<file path="config.mk">
export PLATFORM = sky130hd
export DESIGN_NAME = peripheral_subsystem
export DESIGN_NICKNAME = d
export VERILOG_FILES = /design/src/mcu_pkg.sv /design/src/peripheral_subsystem.sv
export SDC_FILE = /design/constraint.sdc
export NUM_CORES = 1
export LEC_CHECK = 0
export BUFFER_PORTS_ARGS = -buffer_cell sky130_fd_sc_hd__buf_4
export CAP_MARGIN = 30
export CORE_ASPECT_RATIO = 0.8
export CORE_MARGIN = 2
export CORE_UTILIZATION = 52
export DETAILED_ROUTE_END_ITERATION = 10
export PLACE_DENSITY_LB_ADDON = 0.25
export SLEW_MARGIN = 20
export SYNTH_ARGS = -nofsm -noshare
export SYNTH_HDL_FRONTEND = slang
export SYNTH_SLANG_ARGS = --single-unit
</file>
<file path="constraint.sdc">
create_clock -name clk_i -period 3.6 [get_ports clk_i]
set_input_delay 0.36 -clock clk_i [delete_from_list [all_inputs] [get_ports clk_i]]
set_output_delay 0.36 -clock clk_i [all_outputs]
set_load 0.05 [all_outputs]
</file>
<file path="src/mcu_pkg.sv">
//~~~~~~~~~~~~~~~~~~~~~~~~~~~~~~~~~~~~~~~~~~~~~~~~~~~~~~~~~~~~~~~~~~~~~~~~~~
// bus word types and the address map of the mini MCU
//~~~~~~~~~~~~~~~~~~~~~~~~~~~~~~~~~~~~~~~~~~~~~~~~~~~~~~~~~~~~~~~~~~~~~~~~~~

package mcu_pkg;

  // bus payload types
  typedef logic [31:0] word_t;
  typedef logic [31:0] addr_t;
  typedef logic [3:0]  sel_t;

  // word index into the on-chip RAM
  typedef logic [7:0]  ram_idx_t;

  // on-chip RAM, 1 KiB at address zero
  localparam addr_t       RAM_BASE  = 32'h0000_0000;
  localparam int unsigned RAM_WORDS = 256;
  localparam addr_t       RAM_SIZE  = addr_t'(RAM_WORDS * 4);

  // peripheral block, 16 bytes
  localparam addr_t PERIPH_BASE = 32'h1000_0000;
  localparam addr_t PERIPH_SIZE = 32'h0000_0010;

  // register offsets inside the peripheral block
  localparam addr_t EXIT_OFFSET  = 32'h0000_0000;
  localparam addr_t CYCLE_OFFSET = 32'h0000_0004;

  // everything outside the two windows is unmapped

endpackage

</file>
<file path="src/peripheral_subsystem.sv">
`timescale 1ns/1ps
//~~~~~~~~~~~~~~~~~~~~~~~~~~~~~~~~~~~~~~~~~~~~~~~~~~~~~~~~~~~~~~~~~~~~~~~~~~
// peripheral block with exit register and free-running cycle counter
//~~~~~~~~~~~~~~~~~~~~~~~~~~~~~~~~~~~~~~~~~~~~~~~~~~~~~~~~~~~~~~~~~~~~~~~~~~

module peripheral_subsystem
  import mcu_pkg::*;
(
  input  logic  clk_i,
  input  logic  rst_n_i,
  input  logic  cyc_i,
  input  logic  stb_i,
  input  logic  we_i,
  input  addr_t adr_i,
  input  word_t dat_i,
  output word_t dat_o,
  output logic  ack_o,
  output word_t exit_value_o,
  output logic  exit_valid_o
);

  addr_t off;
  logic  req;
  word_t exit_value_q;
  logic  exit_valid_q;
  word_t cycle_q;

  // word offset inside the block
  assign off = {adr_i[31:2], 2'b00} - PERIPH_BASE;
  assign req = cyc_i & stb_i & ~ack_o;

  always_ff @(posedge clk_i or negedge rst_n_i) begin
    if (!rst_n_i) begin
      ack_o <= 1'b0;
    end else begin
      ack_o <= req;
    end
  end

  // counts every cycle since reset
  always_ff @(posedge clk_i or negedge rst_n_i) begin
    if (!rst_n_i) begin
      cycle_q <= '0;
    end else begin
      cycle_q <= cycle_q + 1'b1;
    end
  end

  // exit register, valid stays set until reset
  always_ff @(posedge clk_i or negedge rst_n_i) begin
    if (!rst_n_i) begin
      exit_value_q <= '0;
      exit_valid_q <= 1'b0;
    end else if (req && we_i && off == EXIT_OFFSET) begin
      exit_value_q <= dat_i;
      exit_valid_q <= 1'b1;
    end
  end

  always_ff @(posedge clk_i) begin
    if (req) begin
      case (off)
        EXIT_OFFSET:  dat_o <= exit_value_q;
        CYCLE_OFFSET: dat_o <= cycle_q;
        default:      dat_o <= '0;
      endcase
    end
  end

  assign exit_value_o = exit_value_q;
  assign exit_valid_o = exit_valid_q;

endmodule

</file>
==> results of run 1 <==
[metrics by stage]
step,util [%],instance area [um^2],std cells
3_5_place_dp,67.0,5300,542
6_report,69.3,5480,558
3_3_place_gp,67.0,5300,542
5_1_grt,69.3,5480,558
2_1_floorplan,-,4220,313
4_1_cts,69.3,5480,558
[where the power goes]
group	internal (mW)	total, mW	switching (mW)
clock	0.320	0.682	0.362
sequential	1.16	1.16	0.00282
combinational	0.0657	0.144	0.0787
[layer usage]
layer	routed length, um	share of wire, %
met5	0	0
met4	147	1.6
met3	464	5.2
met2	4420	49
met1	3940	44
[synthesized netlist by cell type (2+ instances only)]
master,n,area share (%)
and2_1,2,0.30
and3_1,2,0.30
and4_1,6,1.2
buf_2,3,0.36
buf_6,4,1.1
clkbuf_1,6,0.53
dfrtp_1,66,39
edfxtp_1,32,23
inv_1,6,0.53
mux2_1,2,0.53
mux2_2,30,8.0
mux2i_1,32,7.6
nand2_1,9,0.80
nand3_1,11,1.3
nand4_1,7,1.0
nor2_1,36,3.2
nor3_1,4,0.47
nor4_1,15,2.2
nor4_2,2,0.59
or2_2,2,0.30
xnor2_1,12,2.5
xor2_1,18,3.7
[flip-flops by register name (all words and copies together), names as in the netlist]
register,cells
dat_o,32
exit_valid_o,1
ack_o,1
cycle_q,32
exit_value_o,32
[cells in the final DEF, fill, tap and decap left out, types with 11 or more instances in the layout]
cell type,synthesis,final
mux2i_1,32,32
nor4_1,15,15
buf_4,0,133
dfrtp_1,66,66
xnor2_1,12,12
xor2_1,18,18
mux2_2,30,30
nor2_1,36,36
edfxtp_1,32,32
nand3_1,11,11
[area by class of cell]
type	instances	area, um^2
well taps	108	135
inverters	6	22.5
fillers	618	2430
clock buffers	11	131
repair buffers	134	1020
multi-input cells	196	1510
clock inverters	5	53.8
flip-flops and latches	98	2610
[cells by family (layout without fill, tap and decap cells)]
kind of cell,Yosys count,in the layout
and+or+nand+nor,101,101
DFF,98,98
muxes,64,64
xor gates and xnor gates,30,30
buffers and inverters,19,156
adders and majority gates,1,1
[worst paths after layout]
kind | cells past startpoint | endpoint | slack, ns | start
min reg2reg | 1 | exit_valid_o$_DFFE_PN0P_ | 0.48 | exit_valid_o$_DFFE_PN0P_
max | 5 | exit_value_o[19]$_DFFE_PN0P_ | 1.40 | ack_o$_DFF_PN0_
min | 1 | exit_valid_o$_DFFE_PN0P_ | 0.09 | rst_n_i
min in group clk_i | 2 | exit_value_o[25]$_DFFE_PN0P_ | 0.21 | dat_i[25]
max reg2reg | 5 | exit_value_o[19]$_DFFE_PN0P_ | 1.40 | ack_o$_DFF_PN0_
max in group asynchronous | 1 | exit_value_o[31]$_DFFE_PN0P_ | 2.95 | rst_n_i
==> results.py, run 1 <==
metrics = {
    "floorplan": {
        "io_pins": 135,
        "die_area_um2": 8860,
        "die_y_um": 84.6,
        "core_area_um2": 7910,
        "die_width_um": 105,
        "start_util_pct": 53.4,
        "core.rowCount": 29,
    },
    "clocking": {
        "post_cts_buffers": 0,
        "clock_latency_ns": 0.36,
        "clk_pin_slew_ns": 0.09,
        "cts-root-buf": "clkbuf_8",
        "post_cts_resized": 0,
        "cts_tree": "built",
        "postCtsHoldBufs": 0,
        "cts_buffers": 9,
        "h-tree-depth": 3,
        "cts_buffer_depth": 2,
        "clkSinkCount": 98,
    },
    "timing": {
        "tns_ns": 0,
        "max_slew.worst_pin.slew_ns": 0.839,
        "fin_skew_ns": 0.00934,
        "slew_headroom_pct": 44.1,
        "fin_crit_sh_pct": 61.1,
        "final.min_clock_period_ns": 2.20,
        "hold_ws_ns": 0.0928,
        "setup_violations": 0,
        "finalMaxSlewViolations": 0,
        "timing.final.ws_setup_ns": 1.40,
        "rsz0062_at_grt": "false",
        "finalHoldViolations": 0,
        "max_freq_ghz": 0.455,
    },
    "setup_path": {
        "cp_num_buf_inv": 1,
        "endpoint_kind": "flip-flop",
        "crit_family": "simple AND/OR/NAND/NOR gates",
        "required_ns": 3.84,
        "critPathLaunchType": "flip-flop",
        "cp_slowest_cell": "nor3_4",
        "crit_chain": "and3b_2 > nand3b_1 > nor3_4 > buf_12 > mux2_2",
        "path_max_fanout": 17,
        "criticalPathCategory": "reg2reg",
        "cpPeakStageDelay_ns": 0.65,
        "arrival_ns": 2.44,
    },
    "drt": {
        "final_antenna_net_count": 0,
        "drt_pass1_iterations": 4,
        "via_per_inst": 5.29,
        "drt_iter0_markers": 108,
        "drt_wl_total_mm": 8.97,
        "drcViolationCount": 0,
        "num_vias": 2952,
        "wire_per_inst_um": 16.1,
    },
    "placed_design": {
        "hpwl_mm": 6.25,
        "gp_congestion": 0.763,
        "dp_slack_ns": 1.10,
        "port_buffers": 132,
    },
    "yosys": {
        "syn_area_um2": 4220,
        "ys_async_sr_fraction_pct": 67.3,
        "ys_types": 28,
        "syn_avg_cell_area_um2": 13.5,
        "ys_seq_area_share_pct": 61.8,
        "synth-compound-area-share_pct": 0,
        "synth_simple_gate_area_share_pct": 13.0,
        "syn-num-nets": 383,
        "synth_top_family_by_area": "multiplexers",
        "synth_adder_area_share_pct": 0.296,
        "synthesis.instances": 313,
        "ys_ff_latch": 98,
        "synthMuxAreaShare_pct": 16.1,
        "ys_warn_count": 0,
        "synth_edf_count": 32,
        "synthXorXnorAreaFrac_pct": 6.22,
        "synth_top_flop_cell": "dfrtp_1",
    },
    "grt": {
        "grt_use_met3_pct": 5.20,
        "grt_max_degree": 67,
        "first_global_vias": 3093,
        "busiest_layer": "met2",
        "grt_pass1_wl_mm": 14.9,
        "antenna_found_initial": 0,
        "use_met2_pct": 35.7,
        "track_usage_pct": 21.5,
        "overflow": 0,
        "use_met1_pct": 28.0,
    },
    "final_layout": {
        "n_antenna_cell": 0,
        "area_growth_pct": 29.8,
        "drive_gt1_share_pct": 40.7,
        "nNetsFinal": 515,
    },
    "job": {
        "cap_violations": 0,
    },
    "outcome": {
        "status": "completed",
    },
    "power": {
        "finalPower_mw": 1.99,
        "p_per_area_nw_per_um2": 362,
        "vdd_drop_max_uv": 264,
        "p_leak_nw": 2.68,
    },
    "worst_hold_path": {
        "worstHoldPathType": "in2async",
    },
}
Power figures use the tool's default switching activity.
==> inputs of run 2 (changes only) <==
--- a/config.mk
+++ b/config.mk
@@ -9,7 +9,7 @@
 export CAP_MARGIN = 30
 export CORE_ASPECT_RATIO = 0.8
 export CORE_MARGIN = 2
-export CORE_UTILIZATION = 52
+export CORE_UTILIZATION = 46
 export DETAILED_ROUTE_END_ITERATION = 10
 export PLACE_DENSITY_LB_ADDON = 0.25
 export SLEW_MARGIN = 20
==> constraint.sdc (replaced) <==
create_clock -name clk_i -period 1.8 [get_ports clk_i]
set_input_delay 0.18 -clock clk_i [delete_from_list [all_inputs] [get_ports clk_i]]
set_output_delay 0.18 -clock clk_i [all_outputs]
set_load 0.05 [all_outputs]
==> run 2 against run 1 <==
Flip-flop and latch count unchanged. Largest cell class unchanged. Design area rose by 5.5%. Total power up 130%. Combinational power increased by 110%. Final cell count increased by 2.9%. Die area is 12% higher. Worst hold slack got worse by 0.039 ns. Count of clock-buffer cells in the layout up 2. Critical path type unchanged. Critical endpoint is now exit_value_o[20]$_DFFE_PN0P_. Sequential share of layout area is 2.5 points lower. Maximum frequency grew 24%. Largest power group unchanged.
==> results.py, run 2 (synthesis results as in run 1) <==
metrics = {
    "final_layout": {
        "final_common_cell": "buf_4",
        "final_cells": 574,
        "drive_gt1_share_pct": 45.1,
        "nNetsFinal": 524,
        "n_antenna_cell": 0,
        "final_cell_mix": "buf_4 (140), dfrtp_1 (64), nor2_1 (36), mux2i_1 (32), edfxtp_1 (32)",
        "area_growth_pct": 36.9,
        "utilization_pct": 64.3,
    },
    "clocking": {
        "cts_buffers": 9,
        "cts-root-buf": "clkbuf_16",
        "cts_tree": "built",
        "clock_latency_ns": 0.34,
        "cts_buffer_depth": 2,
        "clk_pin_slew_ns": 0.06,
        "h-tree-depth": 3,
        "clkSinkCount": 98,
    },
    "worst_hold_path": {
        "min_from": "dat_i[25]",
        "hold_path_depth": 2,
        "worstHoldPathType": "in2reg",
        "min_to": "exit_value_o[25]$_DFFE_PN0P_",
    },
    "setup_path": {
        "endpoint_kind": "flip-flop",
        "crit_chain": "and3b_4 > nand3b_1 > nor3_4 > buf_12 > mux2_2",
        "critPathLaunchType": "flip-flop",
        "criticalPathCategory": "reg2reg",
        "required_ns": 2.03,
        "cp_slowest_cell": "dfrtp_2",
        "setup.worst_path.start": "ack_o$_DFF_PN0_",
        "r2r-end": "exit_value_o[20]$_DFFE_PN0P_",
        "r2r_cells": 5,
        "cpPeakStageDelay_ns": 0.40,
        "r2r-start": "ack_o$_DFF_PN0_",
        "reg2reg_slack_ns": 0.02,
        "path_max_fanout": 33,
        "arrival_ns": 2.00,
    },
    "drt": {
        "drt_iter0_markers": 99,
        "drt_wl_total_mm": 9.50,
        "via_per_inst": 5.22,
        "wire_per_inst_um": 16.5,
        "num_vias": 2997,
        "drcViolationCount": 0,
        "final_antenna_net_count": 0,
        "drt_pass1_iterations": 4,
    },
    "timing": {
        "setup_violations": 0,
        "rsz0062_at_grt": "true",
        "hold_ws_ns": 0.0542,
        "max_freq_ghz": 0.563,
        "fin_skew_ns": 0.00798,
        "finalMaxSlewViolations": 0,
        "slew_headroom_pct": 57.6,
        "timing.final.ws_setup_ns": 0.0233,
        "final.min_clock_period_ns": 1.78,
        "finalHoldViolations": 0,
        "max_slew.worst_pin.slew_ns": 0.637,
        "fin_crit_sh_pct": 98.7,
    },
    "grt": {
        "grt_max_degree": 44,
        "track_usage_pct": 19.7,
        "grt_pass1_wl_mm": 15.5,
        "antenna_found_initial": 0,
        "overflow": 0,
        "first_global_vias": 3047,
    },
    "power": {
        "p_leak_nw": 2.81,
        "p_per_area_nw_per_um2": 786,
        "vdd_drop_max_uv": 668,
        "finalPower_mw": 4.55,
    },
    "floorplan": {
        "start_util_pct": 46.9,
        "die_area_um2": 9970,
        "die_width_um": 111,
        "core_area_um2": 9000,
        "io_pins": 135,
        "die_y_um": 89.7,
        "core.rowCount": 31,
    },
    "placed_design": {
        "dp_slack_ns": -0.000346,
        "placed_cells": 557,
        "gp_congestion": 0.820,
        "hpwl_mm": 6.48,
        "port_buffers": 132,
    },
    "outcome": {
        "status": "completed",
    },
    "job": {
        "cap_violations": 0,
    },
}
-- run 2: cell count changes in the layout (fill, tap and decap cells not counted), sizes merged --
cell	before	now
clkinvlp	1	0
dlygate4sd3	0	1
inv	7	6
clkbuf	11	13
buf	134	142
-- run 2: layout make-up --
cell class              count  area (um^2)
clock inverters             3         40.0
inverters                   6         22.5
fillers                   705         3210
repair buffers            143         1100
multi-input cells         196         1600
well taps                 115          144
clock buffers              13          260
flip-flops and latches     98         2620
-- run 2: worst max-delay path by stage --
| stage | endpoint | slack [ns] | cells after the start |
|---|---|---|---|
| global route | exit_value_o[9]$_DFFE_PN0P_ | -0.06 | 5 |
| global placement | exit_value_o[19]$_DFFE_PN0P_ | 0.05 | 6 |
| finish | exit_value_o[20]$_DFFE_PN0P_ | 0.02 | 5 |
| CTS | cycle_q[31]$_DFF_PN0_ | -0.006 | 4 |
| detailed placement | exit_value_o[15]$_DFFE_PN0P_ | -0.0003 | 6 |
| floorplan | exit_value_o[10]$_DFFE_PN0P_ | -0.35 | 5 |
-- run 2: layer usage --
metal  GRT usage [%]  part of all wire [%]  vias to the layer above
met5               0                     0                        -
met4            6.07                   2.1                        0
met3            6.41                   6.1                       14
met2            31.2                    48                       88
met1            26.0                    44                     1497
li1                -                     -                     1398
-- run 2: what timing repair did --
action,in CTS,in global routing
gates resized for setup,1,15
endpoints found under the setup margin,2,44
hold endpoints to repair,42,0
pin swaps,0,1
hold buffers,1,0
setup buffers,0,0
-- run 2: power breakdown --
| part | internal [mW] | switching [mW] |
|---|---|---|
| combinational | 0.140 | 0.161 |
| sequential | 2.32 | 0.00555 |
| clock | 1.15 | 0.773 |
-- run 2: worst max-delay path, delay by kind of cell, from the launching register on --
kind | cells | cell delay, ns
buffers and inverters | 1 | 0.25
multiplexers | 1 | 0.36
flip-flops | 1 | 0.40
AND/OR/NAND/NOR | 3 | 0.64
-- run 2: stage by stage --
step | TNS, ns | instance area [um^2]
2_1_floorplan | -10.88 | 4230
5_1_grt | -1.46 | 5780
3_3_place_gp | 0 | 5380
3_5_place_dp | -0.000346 | 5380
4_1_cts | -0.00560 | 5700
6_report | 0 | 5780
==> inputs of run 3 (changes only) <==
--- a/config.mk
+++ b/config.mk
@@ -9,9 +9,9 @@
 export CAP_MARGIN = 30
 export CORE_ASPECT_RATIO = 0.8
 export CORE_MARGIN = 2
-export CORE_UTILIZATION = 46
+export CORE_UTILIZATION = 52
 export DETAILED_ROUTE_END_ITERATION = 10
-export PLACE_DENSITY_LB_ADDON = 0.25
+export PLACE_DENSITY = 0.81
 export SLEW_MARGIN = 20
 export SYNTH_ARGS = -nofsm -noshare
 export SYNTH_HDL_FRONTEND = slang
==> constraint.sdc (replaced) <==
create_clock -name clk_i -period 2.2 [get_ports clk_i]
set_input_delay 0.22 -clock clk_i [delete_from_list [all_inputs] [get_ports clk_i]]
set_output_delay 0.22 -clock clk_i [all_outputs]
set_load 0.05 [all_outputs]
==> run 3 against run 2 <==
Count of clock-buffer cells in the layout down 2. Clock power down 28%. Core utilization up 6.1 points. Sequential share of layout area up 1.8 points. Final cell count down 2.1%. Total power down 23%. Via count down 2.8%. Worst hold slack better by 0.026 ns. First-iteration DRC count up 4.0%. Design area down 3.8%. Global-route usage up 1.7 points.
==> results.py, run 3 (synthesis results as in run 1) <==
metrics = {
    "outcome": {
        "status": "completed",
    },
    "drt": {
        "final_antenna_net_count": 0,
        "drt_wl_total_mm": 9.00,
        "wire_per_inst_um": 16.0,
        "drcViolationCount": 0,
        "via_per_inst": 5.18,
        "drt_pass1_iterations": 4,
        "drt_iter0_markers": 103,
        "num_vias": 2913,
    },
    "clocking": {
        "h-tree-depth": 3,
        "postCtsHoldBufs": 1,
        "cts-root-buf": "clkbuf_8",
        "post_cts_buffers": 0,
        "cts_buffers": 9,
        "clkSinkCount": 98,
        "post_cts_resized": 0,
        "cts_tree": "built",
        "cts_buffer_depth": 2,
        "clk_pin_slew_ns": 0.09,
        "clock_latency_ns": 0.36,
    },
    "setup_path": {
        "cp_num_buf_inv": 0,
        "criticalPathCategory": "reg2reg",
        "path_max_fanout": 14,
        "endpoint_kind": "flip-flop",
        "cp_slowest_cell": "nor4_1",
        "arrival_ns": 2.20,
        "crit_chain": "and4_1 > nand4_2 > nor4_1 > xor2_1",
        "cpPeakStageDelay_ns": 0.56,
        "critPathLaunchType": "flip-flop",
        "crit_family": "simple AND/OR/NAND/NOR gates",
        "required_ns": 2.48,
    },
    "floorplan": {
        "die_y_um": 84.6,
        "io_pins": 135,
        "die_width_um": 105,
        "core_area_um2": 7910,
        "core.rowCount": 29,
        "die_area_um2": 8860,
        "start_util_pct": 53.4,
    },
    "final_layout": {
        "n_antenna_cell": 0,
        "area_growth_pct": 31.7,
        "final_cell_mix": "buf_4 (137), dfrtp_1 (65), nor2_1 (36), mux2i_1 (32), edfxtp_1 (32)",
        "final_area_um2": 5560,
        "utilization_pct": 70.3,
        "nNetsFinal": 519,
        "drive_gt1_share_pct": 41.9,
        "final_common_cell": "buf_4",
    },
    "power": {
        "seq_power_share_pct": 54.0,
        "p_leak_nw": 2.72,
        "p_sw_share_pct": 20.6,
        "p_per_area_nw_per_um2": 632,
        "power.combinational.fraction_pct": 6.8,
        "vdd_drop_max_uv": 414,
        "p_switching_uw": 726,
        "power_frac_clock_pct": 39.2,
        "p_int_mw": 2.79,
    },
    "worst_hold_path": {
        "worstHoldPathType": "in2reg",
    },
    "timing": {
        "fin_crit_sh_pct": 87.0,
        "rsz0062_at_grt": "false",
        "fin_skew_ns": 0.0110,
        "final.min_clock_period_ns": 1.91,
        "slew_headroom_pct": 45.5,
        "tns_ns": 0,
        "setup_violations": 0,
        "max_slew.worst_pin.slew_ns": 0.817,
        "finalHoldViolations": 0,
        "hold_ws_ns": 0.0802,
        "finalMaxSlewViolations": 0,
        "max_freq_ghz": 0.523,
        "timing.final.ws_setup_ns": 0.286,
    },
    "grt": {
        "use_met2_pct": 34.5,
        "grt_pass1_wl_mm": 14.7,
        "first_global_vias": 2950,
        "grt_use_met3_pct": 6.29,
        "busiest_layer": "met2",
        "grt_max_degree": 67,
        "antenna_found_initial": 0,
        "overflow": 0,
        "use_met1_pct": 28.5,
        "track_usage_pct": 21.4,
    },
    "placed_design": {
        "port_buffers": 132,
        "dp_slack_ns": 0.314,
        "gp_congestion": 0.760,
        "place_area_um2": 5310,
        "hpwl_mm": 6.38,
    },
    "job": {
        "cap_violations": 0,
    },
}
## run 3: cell count changes in the layout (fill, tap and decap cells not counted), sizes merged
cell	before	now
clkbuf	13	11
bufinv	1	3
clkinv	2	1
buf	142	137
clkinvlp	0	1
## run 3: per-stage QoR
stage	power (mW)	std cells
2_1_floorplan	2.03	313
3_3_place_gp	2.17	545
3_5_place_dp	2.18	545
4_1_cts	3.56	562
5_1_grt	3.63	562
6_report	3.51	562
## run 3: power by group through the flow
stage | logic [mW] | registers, mW | clock network, mW
after CTS | 0.243 | 1.90 | 1.41
after floorplan | 0.0411 | 1.99 | 0
after global placement | 0.236 | 1.94 | 0
after global routing | 0.256 | 1.90 | 1.48
final | 0.240 | 1.90 | 1.38
after detailed placement | 0.241 | 1.94 | 0
## run 3: worst paths after layout
check / startpoint / to / cells after the start / slack [ns]
max: cycle_q[5]$_DFF_PN0_ / cycle_q[22]$_DFF_PN0_ / 4 / 0.29
min: dat_i[29] / exit_value_o[29]$_DFFE_PN0P_ / 2 / 0.08
max reg2reg: cycle_q[5]$_DFF_PN0_ / cycle_q[22]$_DFF_PN0_ / 4 / 0.29
min reg2reg: cycle_q[31]$_DFF_PN0_ / cycle_q[31]$_DFF_PN0_ / 1 / 0.47
max in group asynchronous: rst_n_i / ack_o$_DFF_PN0_ / 2 / 1.14
min in group asynchronous: rst_n_i / exit_valid_o$_DFFE_PN0P_ / 2 / 0.50
## run 3: worst register-to-register path, cell delays in order, from the launching register on
cell and delay (ns):
dfrtp_1 0.45, and4_1 0.29, nand4_2 0.35, nor4_1 0.56
xor2_1 0.20
## run 3: final cells by class
cell class | count | area (um^2)
clock buffers | 11 | 141
clock inverters | 5 | 103
fillers | 592 | 2350
inverters | 6 | 22.5
multi-input cells | 196 | 1510
flip-flops and latches | 98 | 2610
well taps | 108 | 135
repair buffers | 138 | 1040
## run 3: per-layer routing
layer,routed length (um),up-vias,part of all wire [%]
met5,0,-,0
met4,121,0,1.3
met3,605,12,6.7
met2,4270,98,47
met1,4000,1405,44
li1,-,1398,-
