<file path="config.mk">
export PLATFORM = sky130hd
export DESIGN_NAME = system_bus
export DESIGN_NICKNAME = d
export VERILOG_FILES = /design/src/mcu_pkg.sv /design/src/bus_arbiter.sv /design/src/system_bus.sv
export SDC_FILE = /design/constraint.sdc
export NUM_CORES = 1
export LEC_CHECK = 0
export BUFFER_PORTS_ARGS = -buffer_cell sky130_fd_sc_hd__buf_2
export CAP_MARGIN = 20
export CORE_AREA = 2 2 163 165
export DETAILED_ROUTE_END_ITERATION = 12
export DIE_AREA = 0 0 165 167
export PLACE_DENSITY = 0.45
export SETUP_SLACK_MARGIN = 0.4
export SLEW_MARGIN = 30
export SYNTH_ARGS = -nofsm -noshare
export SYNTH_HDL_FRONTEND = slang
export SYNTH_SLANG_ARGS = --single-unit
</file>
<file path="constraint.sdc">
create_clock -name clk_i -period 4.3 [get_ports clk_i]
set_input_delay 0.645 -clock clk_i [delete_from_list [all_inputs] [get_ports clk_i]]
set_output_delay 0.645 -clock clk_i [all_outputs]
set_load 0.02 [all_outputs]
</file>
<file path="src/mcu_pkg.sv">
//~~~~~~~~~~~~~~~~~~~~~~~~~~~~~~~~~~~~~~~~~~~~~~~~~~~~~~~~~~~~~~~~~~~~~~~~~~
// bus word types and the address map of the mini MCU
//~~~~~~~~~~~~~~~~~~~~~~~~~~~~~~~~~~~~~~~~~~~~~~~~~~~~~~~~~~~~~~~~~~~~~~~~~~

package mcu_pkg;

  // bus payload types
  typedef logic [31:0] word_t;
  typedef logic [31:0] addr_t;
  typedef logic [3:0]  sel_t;

  // word index into the on-chip RAM
  typedef logic [7:0]  ram_idx_t;

  // on-chip RAM, 1 KiB at address zero
  localparam addr_t       RAM_BASE  = 32'h0000_0000;
  localparam int unsigned RAM_WORDS = 256;
  localparam addr_t       RAM_SIZE  = addr_t'(RAM_WORDS * 4);

  // peripheral block, 16 bytes
  localparam addr_t PERIPH_BASE = 32'h1000_0000;
  localparam addr_t PERIPH_SIZE = 32'h0000_0010;

  // register offsets inside the peripheral block
  localparam addr_t EXIT_OFFSET  = 32'h0000_0000;
  localparam addr_t CYCLE_OFFSET = 32'h0000_0004;

  // everything outside the two windows is unmapped

endpackage

</file>
<file path="src/bus_arbiter.sv">
`timescale 1ns/1ps
//~~~~~~~~~~~~~~~~~~~~~~~~~~~~~~~~~~~~~~~~~~~~~~~~~~~~~~~~~~~~~~~~~~~~~~~~~~
// round-robin arbiter, core and debug Wishbone masters onto one bus
//~~~~~~~~~~~~~~~~~~~~~~~~~~~~~~~~~~~~~~~~~~~~~~~~~~~~~~~~~~~~~~~~~~~~~~~~~~

module bus_arbiter
  import mcu_pkg::*;
(
  input  logic  clk_i,
  input  logic  rst_n_i,

  input  logic  core_cyc_i,
  input  logic  core_stb_i,
  input  logic  core_we_i,
  input  addr_t core_adr_i,
  input  word_t core_dat_i,
  input  sel_t  core_sel_i,
  output logic  core_ack_o,
  output logic  core_err_o,
  output word_t core_dat_o,

  input  logic  debug_cyc_i,
  input  logic  debug_stb_i,
  input  logic  debug_we_i,
  input  addr_t debug_adr_i,
  input  word_t debug_dat_i,
  input  sel_t  debug_sel_i,
  output logic  debug_ack_o,
  output logic  debug_err_o,
  output word_t debug_dat_o,

  output logic  bus_cyc_o,
  output logic  bus_stb_o,
  output logic  bus_we_o,
  output addr_t bus_adr_o,
  output word_t bus_dat_o,
  output sel_t  bus_sel_o,
  input  logic  bus_ack_i,
  input  logic  bus_err_i,
  input  word_t bus_dat_i
);

  typedef enum logic [1:0] {IDLE, CORE, DEBUG} arb_state_e;

  arb_state_e state_q, state_d;
  // core held the most recent grant
  logic       last_core_q, last_core_d;

  always_comb begin
    state_d     = state_q;
    last_core_d = last_core_q;
    case (state_q)
      IDLE: begin
        // on a tie the master not served last wins
        if (core_cyc_i && (!debug_cyc_i || !last_core_q)) begin
          state_d     = CORE;
          last_core_d = 1'b1;
        end else if (debug_cyc_i) begin
          state_d     = DEBUG;
          last_core_d = 1'b0;
        end
      end
      CORE: begin
        if (!core_cyc_i) begin
          state_d = IDLE;
        end
      end
      DEBUG: begin
        if (!debug_cyc_i) begin
          state_d = IDLE;
        end
      end
      default: state_d = IDLE;
    endcase
  end

  always_ff @(posedge clk_i or negedge rst_n_i) begin
    if (!rst_n_i) begin
      state_q     <= IDLE;
      last_core_q <= 1'b1;
    end else begin
      state_q     <= state_d;
      last_core_q <= last_core_d;
    end
  end

  // granted master onto the bus, responses back to it only
  always_comb begin
    bus_cyc_o   = 1'b0;
    bus_stb_o   = 1'b0;
    bus_we_o    = 1'b0;
    bus_adr_o   = '0;
    bus_dat_o   = '0;
    bus_sel_o   = '0;
    core_ack_o  = 1'b0;
    core_err_o  = 1'b0;
    core_dat_o  = '0;
    debug_ack_o = 1'b0;
    debug_err_o = 1'b0;
    debug_dat_o = '0;
    case (state_q)
      CORE: begin
        bus_cyc_o  = core_cyc_i;
        bus_stb_o  = core_stb_i;
        bus_we_o   = core_we_i;
        bus_adr_o  = core_adr_i;
        bus_dat_o  = core_dat_i;
        bus_sel_o  = core_sel_i;
        core_ack_o = bus_ack_i;
        core_err_o = bus_err_i;
        core_dat_o = bus_dat_i;
      end
      DEBUG: begin
        bus_cyc_o   = debug_cyc_i;
        bus_stb_o   = debug_stb_i;
        bus_we_o    = debug_we_i;
        bus_adr_o   = debug_adr_i;
        bus_dat_o   = debug_dat_i;
        bus_sel_o   = debug_sel_i;
        debug_ack_o = bus_ack_i;
        debug_err_o = bus_err_i;
        debug_dat_o = bus_dat_i;
      end
      default: ;
    endcase
  end

endmodule

</file>
<file path="src/system_bus.sv">
`timescale 1ns/1ps
//~~~~~~~~~~~~~~~~~~~~~~~~~~~~~~~~~~~~~~~~~~~~~~~~~~~~~~~~~~~~~~~~~~~~~~~~~~
// system bus with arbiter, address decoder, read mux and error
// responder for unmapped accesses
//~~~~~~~~~~~~~~~~~~~~~~~~~~~~~~~~~~~~~~~~~~~~~~~~~~~~~~~~~~~~~~~~~~~~~~~~~~

module system_bus
  import mcu_pkg::*;
(
  input  logic  clk_i,
  input  logic  rst_n_i,

  input  logic  core_cyc_i,
  input  logic  core_stb_i,
  input  logic  core_we_i,
  input  addr_t core_adr_i,
  input  word_t core_dat_i,
  input  sel_t  core_sel_i,
  output logic  core_ack_o,
  output logic  core_err_o,
  output word_t core_dat_o,

  input  logic  debug_cyc_i,
  input  logic  debug_stb_i,
  input  logic  debug_we_i,
  input  addr_t debug_adr_i,
  input  word_t debug_dat_i,
  input  sel_t  debug_sel_i,
  output logic  debug_ack_o,
  output logic  debug_err_o,
  output word_t debug_dat_o,

  output logic  mem_cyc_o,
  output logic  mem_stb_o,
  output logic  mem_we_o,
  output addr_t mem_adr_o,
  output word_t mem_dat_o,
  output sel_t  mem_sel_o,
  input  word_t mem_dat_i,
  input  logic  mem_ack_i,

  output logic  per_cyc_o,
  output logic  per_stb_o,
  output logic  per_we_o,
  output addr_t per_adr_o,
  output word_t per_dat_o,
  output sel_t  per_sel_o,
  input  word_t per_dat_i,
  input  logic  per_ack_i
);

  // shared bus after arbitration
  logic  bus_cyc;
  logic  bus_stb;
  logic  bus_we;
  addr_t bus_adr;
  word_t bus_wdat;
  sel_t  bus_sel;
  logic  bus_ack;
  logic  bus_err;
  word_t bus_rdat;

  addr_t ram_off;
  addr_t per_off;
  logic  mem_hit;
  logic  per_hit;
  logic  err_q;

  bus_arbiter bus_arbiter_i (
    .clk_i      (clk_i),
    .rst_n_i    (rst_n_i),
    .core_cyc_i (core_cyc_i),
    .core_stb_i (core_stb_i),
    .core_we_i  (core_we_i),
    .core_adr_i (core_adr_i),
    .core_dat_i (core_dat_i),
    .core_sel_i (core_sel_i),
    .core_ack_o (core_ack_o),
    .core_err_o (core_err_o),
    .core_dat_o (core_dat_o),
    .debug_cyc_i(debug_cyc_i),
    .debug_stb_i(debug_stb_i),
    .debug_we_i (debug_we_i),
    .debug_adr_i(debug_adr_i),
    .debug_dat_i(debug_dat_i),
    .debug_sel_i(debug_sel_i),
    .debug_ack_o(debug_ack_o),
    .debug_err_o(debug_err_o),
    .debug_dat_o(debug_dat_o),
    .bus_cyc_o  (bus_cyc),
    .bus_stb_o  (bus_stb),
    .bus_we_o   (bus_we),
    .bus_adr_o  (bus_adr),
    .bus_dat_o  (bus_wdat),
    .bus_sel_o  (bus_sel),
    .bus_ack_i  (bus_ack),
    .bus_err_i  (bus_err),
    .bus_dat_i  (bus_rdat)
  );

  // window decode, the low address bits never matter as both windows are word aligned
  assign ram_off = bus_adr - RAM_BASE;
  assign per_off = bus_adr - PERIPH_BASE;
  assign mem_hit = ram_off < RAM_SIZE;
  assign per_hit = per_off < PERIPH_SIZE;

  assign mem_cyc_o = bus_cyc & mem_hit;
  assign mem_stb_o = bus_stb & mem_hit;
  assign mem_we_o  = bus_we;
  assign mem_adr_o = bus_adr;
  assign mem_dat_o = bus_wdat;
  assign mem_sel_o = bus_sel;

  assign per_cyc_o = bus_cyc & per_hit;
  assign per_stb_o = bus_stb & per_hit;
  assign per_we_o  = bus_we;
  assign per_adr_o = bus_adr;
  assign per_dat_o = bus_wdat;
  assign per_sel_o = bus_sel;

  // unmapped access, one-cycle err like a slave ack
  always_ff @(posedge clk_i or negedge rst_n_i) begin
    if (!rst_n_i) begin
      err_q <= 1'b0;
    end else begin
      err_q <= bus_cyc & bus_stb & ~mem_hit & ~per_hit & ~err_q;
    end
  end

  assign bus_err  = err_q;
  assign bus_ack  = mem_ack_i | per_ack_i;
  assign bus_rdat = mem_hit ? mem_dat_i : (per_hit ? per_dat_i : '0);

endmodule

</file>
==> out/qor.txt, run 1 <==
Seq/Total Area, Yosys -> 0.0381
RSZ-0062 raised after global routing -> false
Global Route Usage Sum -> 0.116
Worst setup margin -> 547 ps
Syn Nets -> 579
Crit path max fanout -> 19
Starting density of the core -> 0.103
Number of global-route vias before repair -> 3898
Die Ht -> 167 um
Max cap viols -> 0
Multiplexer share of the synthesized area -> 0
WL per Instance -> 17.2 um
Clk_lat worst skew -> 220 ps
DRC errors left -> 0
P_int -> 1.09 mW
Number of inserted diodes -> 0
Crit path DAT -> 3110 ps
Clock group share of total power -> 0.050
Yosys Warn Count -> 0
Worst Skew -> 2.43 ps
Combinational family with the most area after synthesis -> compound AO/OA/AOI/OAI gates
Initial DRC Count -> 134
Average vias per placed instance -> 4.07
Post-Synth Simple-Gate Area -> 0.172
Core area -> 25800 sq um
Initial antenna violation count -> 1
Status -> finished clean
Worst VDD drop -> 0.221 mV
Synth area leader -> a22o_1
Synth Area in XOR/XNOR -> 0
Top cells by count, synth -> 71 x a22o_1, 70 x nor2_1, 69 x buf_4
Net Sw Frac -> 0.635
Total global routing overflow -> 0
HP Class -> input port to asynchronous set/reset pin
CP endpoint kind -> output pin
Lkg Pwr -> 2.71 nW
Startpoint Class -> flip-flop
Die width -> 165 um
CTS sink cnt -> 4
Finished layout cell area -> 4650 sq um
Fmax achieved -> 266 MHz
Logic pwr share -> 0.927
IO Port Bufs -> 419
CTS tree -> yes
Final max-slew violation count -> 0
Critical Path RT -> 3650 ps
First-pass DRT Iterations -> 4
Critical path class -> flip-flop to output pin
Clock buffer depth -> 2
DP HPWL -> 15500 um
Die area -> 27600 sq um
Fin crit period -> 3750 ps
Fin. Hold Viols -> 0
Compound-Gate Fraction of Synth Area -> 0.460
Row count -> 59
Post-DRT Antenna Nets -> 0
Seq cells post-synth -> 4
Dominant synthesized flop cell -> dfrtp_1
Fill count -> 3020
Power density cells -> 642 nW/um^2
Post-synth top area share -> 0.234
H-tree levels -> 1
Synth cell types -> 26
Largest net degree at the start of global routing -> 45
Syn_area_per_cell -> 7.27 sq um
Switching power -> 1.90 mW
Synth area leaders -> a22o_1 23%, buf_4 19%, a22oi_1 19%
Netlist area before placement -> 2660 sq um
Clock-pin transition on the worst setup and hold timing paths -> 30 ps
Most frequent cell after synthesis -> a22o_1
CTS Buf Count -> 3
I/O pins -> 420
Global placer's final weighted congestion -> 0.806
Seq pwr share -> 0.023
Hold-fix buffers, CTS -> 0
Fin nets -> 912
Area growth from synthesis to layout -> 74.8%
EDFF count, synth -> 0
Total wire length -> 17800 um
Via count -> 4203
First-pass GRT wire length -> 24200 um
Tcrit/Tclk final -> 0.873
Worst Max-Slew Pin Slew -> 429 ps
Adder-cell share of the synthesized area -> 0.0141
FFs w/ async S/R, synth -> 1.00
DP Cell Count -> 1028
Setup TNS -> 0 ps
Root buffer selected by CTS -> clkbuf_16
Cell count after synthesis -> 366
Final Non-Filler Cells -> 1033
Pre-CTS setup slack -> 281 ps
Rel. slew slack -> 0.712
Area of placed instances -> 4490 sq um
Share of layout cells above drive strength 1 -> 0.653
Final setup violation count -> 0
per-layer routing:
layer,global-route usage,vias to the layer above,share of wire
met5,0,-,0.00073
met4,0.0106,2,0.0051
met3,0.0202,6,0.081
met2,0.216,261,0.50
met1,0.143,1956,0.41
li1,-,1978,-
sequential cells by signal (all words and copies together), names as in the netlist:
register and cells:
bus_arbiter_i.last_core_q 1, bus_arbiter_i.state_q 2, bus_err 1
repair_timing:
action                     4_1_cts  5_1_grt
setup endpoints to repair       68       68
buffers inserted                 0        1
pin swaps                        0        1
resized for setup               12        4
hold endpoints to repair         0        0
power groups by stage:
| stage | Combinational, mW | Sequential (mW) | Clock [mW] |
|---|---|---|---|
| 2_1_floorplan | 2.06 | 0.0631 | 0 |
| 3_3_place_gp | 2.76 | 0.0660 | 0 |
| 3_5_place_dp | 2.75 | 0.0663 | 0 |
| 4_1_cts | 2.80 | 0.0682 | 0.152 |
| 5_1_grt | 3.00 | 0.0706 | 0.156 |
| 6_report | 2.77 | 0.0684 | 0.149 |
through the flow:
step                      hold WS (ps)   util  total power [mW]
final                              226  0.181              2.99
after global routing               228  0.181              3.23
after CTS                          227  0.180              3.02
after detailed placement           457  0.174              2.82
after global placement             462  0.174              2.82
after floorplan                    349      -              2.12
cells in the final DEF, fill, tap and decap left out:
cell type  netlist  final
dfstp_2          1      1
clkbuf_1        16      1
a22o_1          71     71
nor3_1           4      4
nor2_1          70     70
buf_6           20      3
ha_4             0      1
buf_2            0    419
buf_4           69      9
or3_4            0      2
nand2_1          5      5
nand2b_1         1      1
o41a_4           1      1
inv_1            9      8
buf_12           0      1
dfrtp_1          3      3
ha_2             0      2
a211oi_1         1      1
or4_4            1      1
o21ai_0          5      5
a22oi_2          0      5
nor4b_1          1      1
or2_2            1      1
buf_8            0      2
a21oi_1          2      2
a41oi_1          5      5
nand4_1          1      1
and2_1           3      3
clkbuf_16        0      3
inv_2            0      1
a22oi_1         66     61
nor4_4           4      4
logic make-up (layout without fill, tap and decap cells):
family	count (synthesis)	count (layout)
AOI/OAI and AO/OA	151	151
adders and majority gates	3	3
buffers and inverters	115	447
DFF	4	4
and+or+nand+nor	93	93
path summary, 6_finish.rpt:
| path | to | cells after the start | from | slack [ps] |
|---|---|---|---|---|
| worst max register to register | bus_err$_DFF_PN0_ | 8 | bus_arbiter_i.state_q[1]$_DFFE_PN0P_ | 1790 |
| worst min-delay path | bus_arbiter_i.state_q[1]$_DFFE_PN0P_ | 1 | rst_n_i | 230 |
| worst max-delay path | per_stb_o | 9 | bus_arbiter_i.state_q[0]$_DFFE_PN0P_ | 550 |
| worst min register to register | bus_err$_DFF_PN0_ | 1 | bus_err$_DFF_PN0_ | 460 |
| min in group clk_i | bus_err$_DFF_PN0_ | 1 | bus_err$_DFF_PN0_ | 460 |
| max in group asynchronous | bus_arbiter_i.last_core_q$_DFFE_PN1P_ | 1 | rst_n_i | 3860 |
area by class of cell:
cell class / count / area (sq um) / area share
repair buffers: 434 / 2250 / 0.483
multi-input cells: 247 / 1770 / 0.381
inverters: 9 / 33.8 / 0.00726
clock buffers: 4 / 78.8 / 0.0169
well taps: 335 / 419 / 0.0901
flip-flops and latches: 4 / 101 / 0.0218
critical path: stages (launching register included):
cell	delay [ps]
dfrtp_1	410
inv_1	100
ha_2	370
inv_2	170
buf_4	260
a41oi_1	80
or3_4	500
or2_2	340
nor3_1	400
buf_2	250
(Power assumes the default switching activity.)
==> inputs of run 2 (changes only) <==
Settings changed: RECOVER_POWER set to 100.
==> run 2 against run 1 <==
Effect of this change: critical path depth unchanged; die area unchanged; clock skew about the same; routed wire length decreased by 0.18%; sequential power about the same; worst setup slack got worse by 160 ps; total power decreased by 3.3%; fmax decreased by 4.0%; first-iteration DRC count increased by 21%; register-to-register slack got worse by 190 ps; combinational power decreased by 4%; critical endpoint unchanged; largest cell class unchanged.
==> out/qor.txt, run 2 (synthesized netlist as in run 1, its figures left out) <==
IO Port Bufs -> 419
Starting density of the core -> 0.103
Core area -> 25800 sq um
Crit path max fanout -> 19
WL per Instance -> 17.2 um
Bufs and invs on worst path -> 4
Worst Skew -> 2.86 ps
Die width -> 165 um
Die Ht -> 167 um
R2R Setup Slk -> 1600 ps
Final setup violation count -> 0
Rel. slew slack -> 0.698
Pre-CTS setup slack -> 281 ps
Tcrit/Tclk final -> 0.909
Tot Pwr -> 2.89 mW
Clock buffer depth -> 2
Fin. Hold Viols -> 0
Final max-slew violation count -> 0
Worst VDD drop -> 0.202 mV
Global placer's final weighted congestion -> 0.806
Row count -> 59
Number of global-route vias before repair -> 3898
Lkg Pwr -> 2.12 nW
Hold-fix buffers, CTS -> 0
Initial antenna violation count -> 1
Die area -> 27600 sq um
Area growth from synthesis to layout -> 67.8%
CP max stage cell -> or3_4
Setup TNS -> 0 ps
Total wire length -> 17800 um
CTS tree -> yes
CTS Buf Count -> 3
CP delay by family, top -> simple AND/OR/NAND/NOR gates
First-pass DRT Iterations -> 4
Capturing point of the worst reg2reg path -> bus_err$_DFF_PN0_
Root buffer selected by CTS -> clkbuf_16
Critical path class -> flip-flop to output pin
Largest net degree at the start of global routing -> 45
Startpoint Class -> flip-flop
Worst r2r path cells -> 8
Reg-to-reg critical path startpoint -> bus_arbiter_i.state_q[1]$_DFFE_PN0P_
Global Route Usage Sum -> 0.116
Commonest non-fill, non-tap cells in the layout -> 279 x buf_2, 142 x clkbuf_1, 71 x a22o_1
DP Cell Count -> 1028
Fmax achieved -> 256 MHz
Total global routing overflow -> 0
Critical Path RT -> 3650 ps
Critical path's largest stage delay -> 500 ps
Max cap viols -> 0
CP endpoint kind -> output pin
Max reg flops -> 2
Fin nets -> 912
I/O pins -> 420
Fin crit period -> 3910 ps
Number of inserted diodes -> 0
H-tree levels -> 1
Post-DRT Antenna Nets -> 0
Average vias per placed instance -> 4.06
Status -> finished clean
Power density cells -> 647 nW/um^2
CTS sink cnt -> 4
DP HPWL -> 15500 um
Final Non-Filler Cells -> 1033
Top reg by flops -> bus_arbiter_i.state_q
HP Class -> input port to asynchronous set/reset pin
Crit path DAT -> 3270 ps
Clk_lat worst skew -> 220 ps
First-pass GRT wire length -> 24200 um
Clock-pin transition on the worst setup and hold timing paths -> 30 ps
Initial DRC Count -> 162
RSZ-0062 raised after global routing -> false
Worst-path cell chain -> inv_1 > ha_1 > inv_2 > buf_4 > a41oi_1 > or3_4 > or2_2 > nor3_1 > clkbuf_1
Worst setup margin -> 390 ps
Via count -> 4189
Worst Max-Slew Pin Slew -> 449 ps
Share of layout cells above drive strength 1 -> 0.447
Hold_ws -> 259 ps
DRC errors left -> 0
Commonest non-fill, non-tap cell in the layout -> buf_2
run 2: worst max-delay path by stage:
| stage | slack [ps] | cells past startpoint | end | start |
|---|---|---|---|---|
| finish | 390 | 9 | per_stb_o | bus_arbiter_i.state_q[0]$_DFFE_PN0P_ |
| global route | 220 | 10 | debug_dat_o[14] | bus_arbiter_i.state_q[1]$_DFFE_PN0P_ |
| CTS | 410 | 9 | per_stb_o | bus_arbiter_i.state_q[0]$_DFFE_PN0P_ |
| detailed placement | 280 | 10 | debug_dat_o[2] | bus_arbiter_i.state_q[1]$_DFFE_PN0P_ |
| global placement | 280 | 10 | core_dat_o[27] | bus_arbiter_i.state_q[1]$_DFFE_PN0P_ |
| floorplan | 930 | 11 | core_dat_o[10] | bus_arbiter_i.state_q[0]$_DFFE_PN0P_ |
run 2: layout make-up:
| cell class | count | area (sq um) |
|---|---|---|
| Tap cell | 335 | 419 |
| Multi-Input combinational cell | 247 | 1760 |
| Fill cell | 3086 | 21300 |
| Clock buffer | 4 | 78.8 |
| Sequential cell | 4 | 101 |
| Timing Repair Buffer | 434 | 2070 |
| Inverter | 9 | 33.8 |
run 2: timing repair:
item,in CTS,in global routing
pin swaps,0,1
cloned,0,0
resized for setup,12,4
setup buffers,0,1
endpoints found under the setup margin,68,68
run 2: stage by stage:
step	utilization	cell area, sq um
after floorplan	-	2660
after global placement	0.174	4490
after detailed placement	0.174	4490
after CTS	0.180	4630
after global routing	0.173	4470
final	0.173	4470
run 2: power breakdown:
group	switching (mW)	total [mW]	internal (mW)
Combinational	1.87	2.67	0.803
Sequential	0.0135	0.0683	0.0548
Clock	0.0271	0.150	0.123
Total	1.91	2.89	0.980
run 2: per-layer routing:
layer	GRT usage	part of all wire
met5	0	0.00073
met4	0.0106	0.0051
met3	0.0202	0.074
met2	0.216	0.50
met1	0.143	0.42
==> inputs of run 3 (changes only) <==
Settings changed: ABC_AREA set to 1, CORE_AREA 2 2 163 165 to 2 2 165 167, DIE_AREA 0 0 165 167 to 0 0 167 169, PLACE_DENSITY 0.45 to 0.46.
==> run 3 against run 2 <==
Effect of this change: clock power hardly changed; critical path depth is 2 higher; non-clock buffer count is 20 higher; die area is 2.4% higher; area after synthesis is 21% higher; count of clock-buffer cells in the layout stayed put; cell area is 14% higher; sequential share of layout area is 0.28 points lower; core utilization is 1.9 points higher; flip-flop and latch count stayed put; clock skew hardly changed; final cell count is 23% higher; critical endpoint is now debug_dat_o[5].
==> out/qor.txt, run 3 <==
Synth cell types -> 29
Cell count after synthesis -> 587
Lkg Pwr -> 2.61 nW
Rel. slew slack -> 0.231
Die width -> 167 um
Commonest non-fill, non-tap cell in the layout -> buf_2
Post-DRT Antenna Nets -> 0
Crit. path cell count -> 11
Top cells by count, synth -> 204 x nand2_1, 108 x a21oi_1, 71 x buf_4
Power density cells -> 795 nW/um^2
Share of layout cells above drive strength 1 -> 0.316
Clock buffer depth -> 2
HP Class -> input port to asynchronous set/reset pin
Max cap viols -> 0
Dominant synthesized flop cell -> dfrtp_1
Syn Nets -> 800
Max reg flops -> 2
Tcrit/Tclk final -> 0.899
First-pass GRT wire length -> 28400 um
Yosys Warn Count -> 0
EDFF count, synth -> 0
Core area -> 26500 sq um
Total global routing overflow -> 0
DP Cell Count -> 1251
DRC errors left -> 0
Largest net degree at the start of global routing -> 58
Fmax achieved -> 259 MHz
Setup TNS -> 0 ps
Status -> finished clean
Worst Skew -> 2.68 ps
Initial antenna violation count -> 0
Crit path DAT -> 3220 ps
Most frequent cell after synthesis -> nand2_1
Critical Path RT -> 3650 ps
Worst-path cell chain -> inv_1 > ha_1 > nand2_1 > nor3_1 > nand2_1 > nor2_4 > buf_12 > buf_12 > nand4_2 > a21oi_1 > clkbuf_1
Syn_area_per_cell -> 5.51 sq um
CP endpoint kind -> output pin
Seq cells post-synth -> 4
Final setup violation count -> 0
First-pass DRT Iterations -> 4
Root buffer selected by CTS -> clkbuf_16
Bufs and invs on worst path -> 4
Global placer's final weighted congestion -> 0.795
Critical path's largest stage delay -> 790 ps
Post-synth top area share -> 0.237
Synth area leader -> nand2_1
I/O pins -> 420
Seq/Total Area, Yosys -> 0.0313
Row count -> 60
IO Port Bufs -> 419
RSZ-0062 raised after global routing -> false
Tot Pwr -> 4.05 mW
Fin. Hold Viols -> 0
Clk_lat worst skew -> 230 ps
Die area -> 28200 sq um
H-tree levels -> 1
Worst VDD drop -> 0.921 mV
Final max-slew violation count -> 0
Fin crit period -> 3860 ps
Worst r2r path cells -> 11
Fin nets -> 1144
Number of inserted diodes -> 0
Clock-pin transition on the worst setup and hold timing paths -> 30 ps
CP delay by family, top -> simple AND/OR/NAND/NOR gates
Synth area leaders -> nand2_1 24%, a21oi_1 17%, buf_4 16%
FFs w/ async S/R, synth -> 1.00
Commonest non-fill, non-tap cells in the layout -> 220 x buf_2, 205 x nand2_1, 203 x clkbuf_1
Worst Max-Slew Pin Slew -> 1150 ps
Netlist area before placement -> 3230 sq um
CTS tree -> yes
Via count -> 5091
Critical path class -> flip-flop to output pin
Top reg by flops -> bus_arbiter_i.state_q
Initial DRC Count -> 268
Die Ht -> 169 um
Average vias per placed instance -> 4.01
Startpoint Class -> flip-flop
CP max stage cell -> ha_1
Layout Utilization -> 0.192
Number of global-route vias before repair -> 4816
Final Non-Filler Cells -> 1271
Global Route Usage Sum -> 0.127
WL per Instance -> 15.8 um
Starting density of the core -> 0.122
CTS Buf Count -> 3
Area growth from synthesis to layout -> 57.7%
Crit path max fanout -> 23
Total wire length -> 20100 um
CTS sink cnt -> 4
DP HPWL -> 16900 um
[run 3: cell count changes in the layout (fill, tap and decap cells not counted), sizes merged, moves of 49 or more]
| cell | delta |
|---|---|
| a21oi | +106 |
| a22o | -70 |
| a22oi | -66 |
| clkbuf | +61 |
| nand2 | +200 |
| nor2 | -49 |
[run 3: cells by family after synthesis]
| kind of cell | share of synthesized area |
|---|---|
| adders and majority gates | 0.0116 |
| and+or+nand+nor | 0.461 |
| AOI/OAI and AO/OA | 0.189 |
| buffers and inverters | 0.307 |
| DFF | 0.0313 |
[run 3: layout make-up]
| type | count | area, sq um |
|---|---|---|
| Inverter | 44 | 165 |
| Timing Repair Buffer | 454 | 2170 |
| Multi-Input combinational cell | 424 | 2160 |
| Sequential cell | 4 | 101 |
| Tap cell | 341 | 427 |
| Fill cell | 3245 | 21400 |
| Clock buffer | 4 | 78.8 |
[run 3: per-layer routing]
| metal | track usage | share of wire | vias to the layer above |
|---|---|---|---|
| met5 | 0 | 0 | - |
| met4 | 0.00675 | 0.0046 | 0 |
| met3 | 0.0159 | 0.065 | 8 |
| met2 | 0.229 | 0.50 | 243 |
| met1 | 0.169 | 0.43 | 2305 |
| li1 | - | - | 2535 |
[run 3: power breakdown]
| group | internal (mW) | leakage (nW) | switching (mW) |
|---|---|---|---|
| combinational | 1.08 | 2.52 | 2.75 |
| clock | 0.123 | 0.0382 | 0.0287 |
| sequential | 0.0545 | 0.0502 | 0.00964 |
| total | 1.26 | 2.61 | 2.79 |
[run 3: path summary, 6_finish.rpt]
| check | slack, ps | to | start |
|---|---|---|---|
| setup / recovery | 440 | debug_dat_o[5] | bus_arbiter_i.state_q[1]$_DFFE_PN0P_ |
| hold / removal | 260 | bus_err$_DFF_PN0_ | rst_n_i |
| setup reg to reg | 1720 | bus_err$_DFF_PN0_ | bus_arbiter_i.state_q[0]$_DFFE_PN0P_ |
| hold reg to reg | 470 | bus_arbiter_i.last_core_q$_DFFE_PN1P_ | bus_arbiter_i.last_core_q$_DFFE_PN1P_ |
| max in group asynchronous | 3770 | bus_arbiter_i.last_core_q$_DFFE_PN1P_ | rst_n_i |
| min in group clk_i | 470 | bus_arbiter_i.last_core_q$_DFFE_PN1P_ | bus_arbiter_i.last_core_q$_DFFE_PN1P_ |
[run 3: stage by stage]
step,instance area [sq um],setup WS [ps],hold slack (ps)
floorplan,3230,1440,349
global placement,5120,521,457
detailed placement,5120,523,462
CTS,5200,435,227
global route,5100,212,267
finish,5100,436,259
[run 3: repair_timing]
item                       4_1_cts  5_1_grt
resized for setup                1        3
hold buffers                     0        0
setup buffers                    0       16
setup endpoints to repair       54       64
pin swaps                        0        3
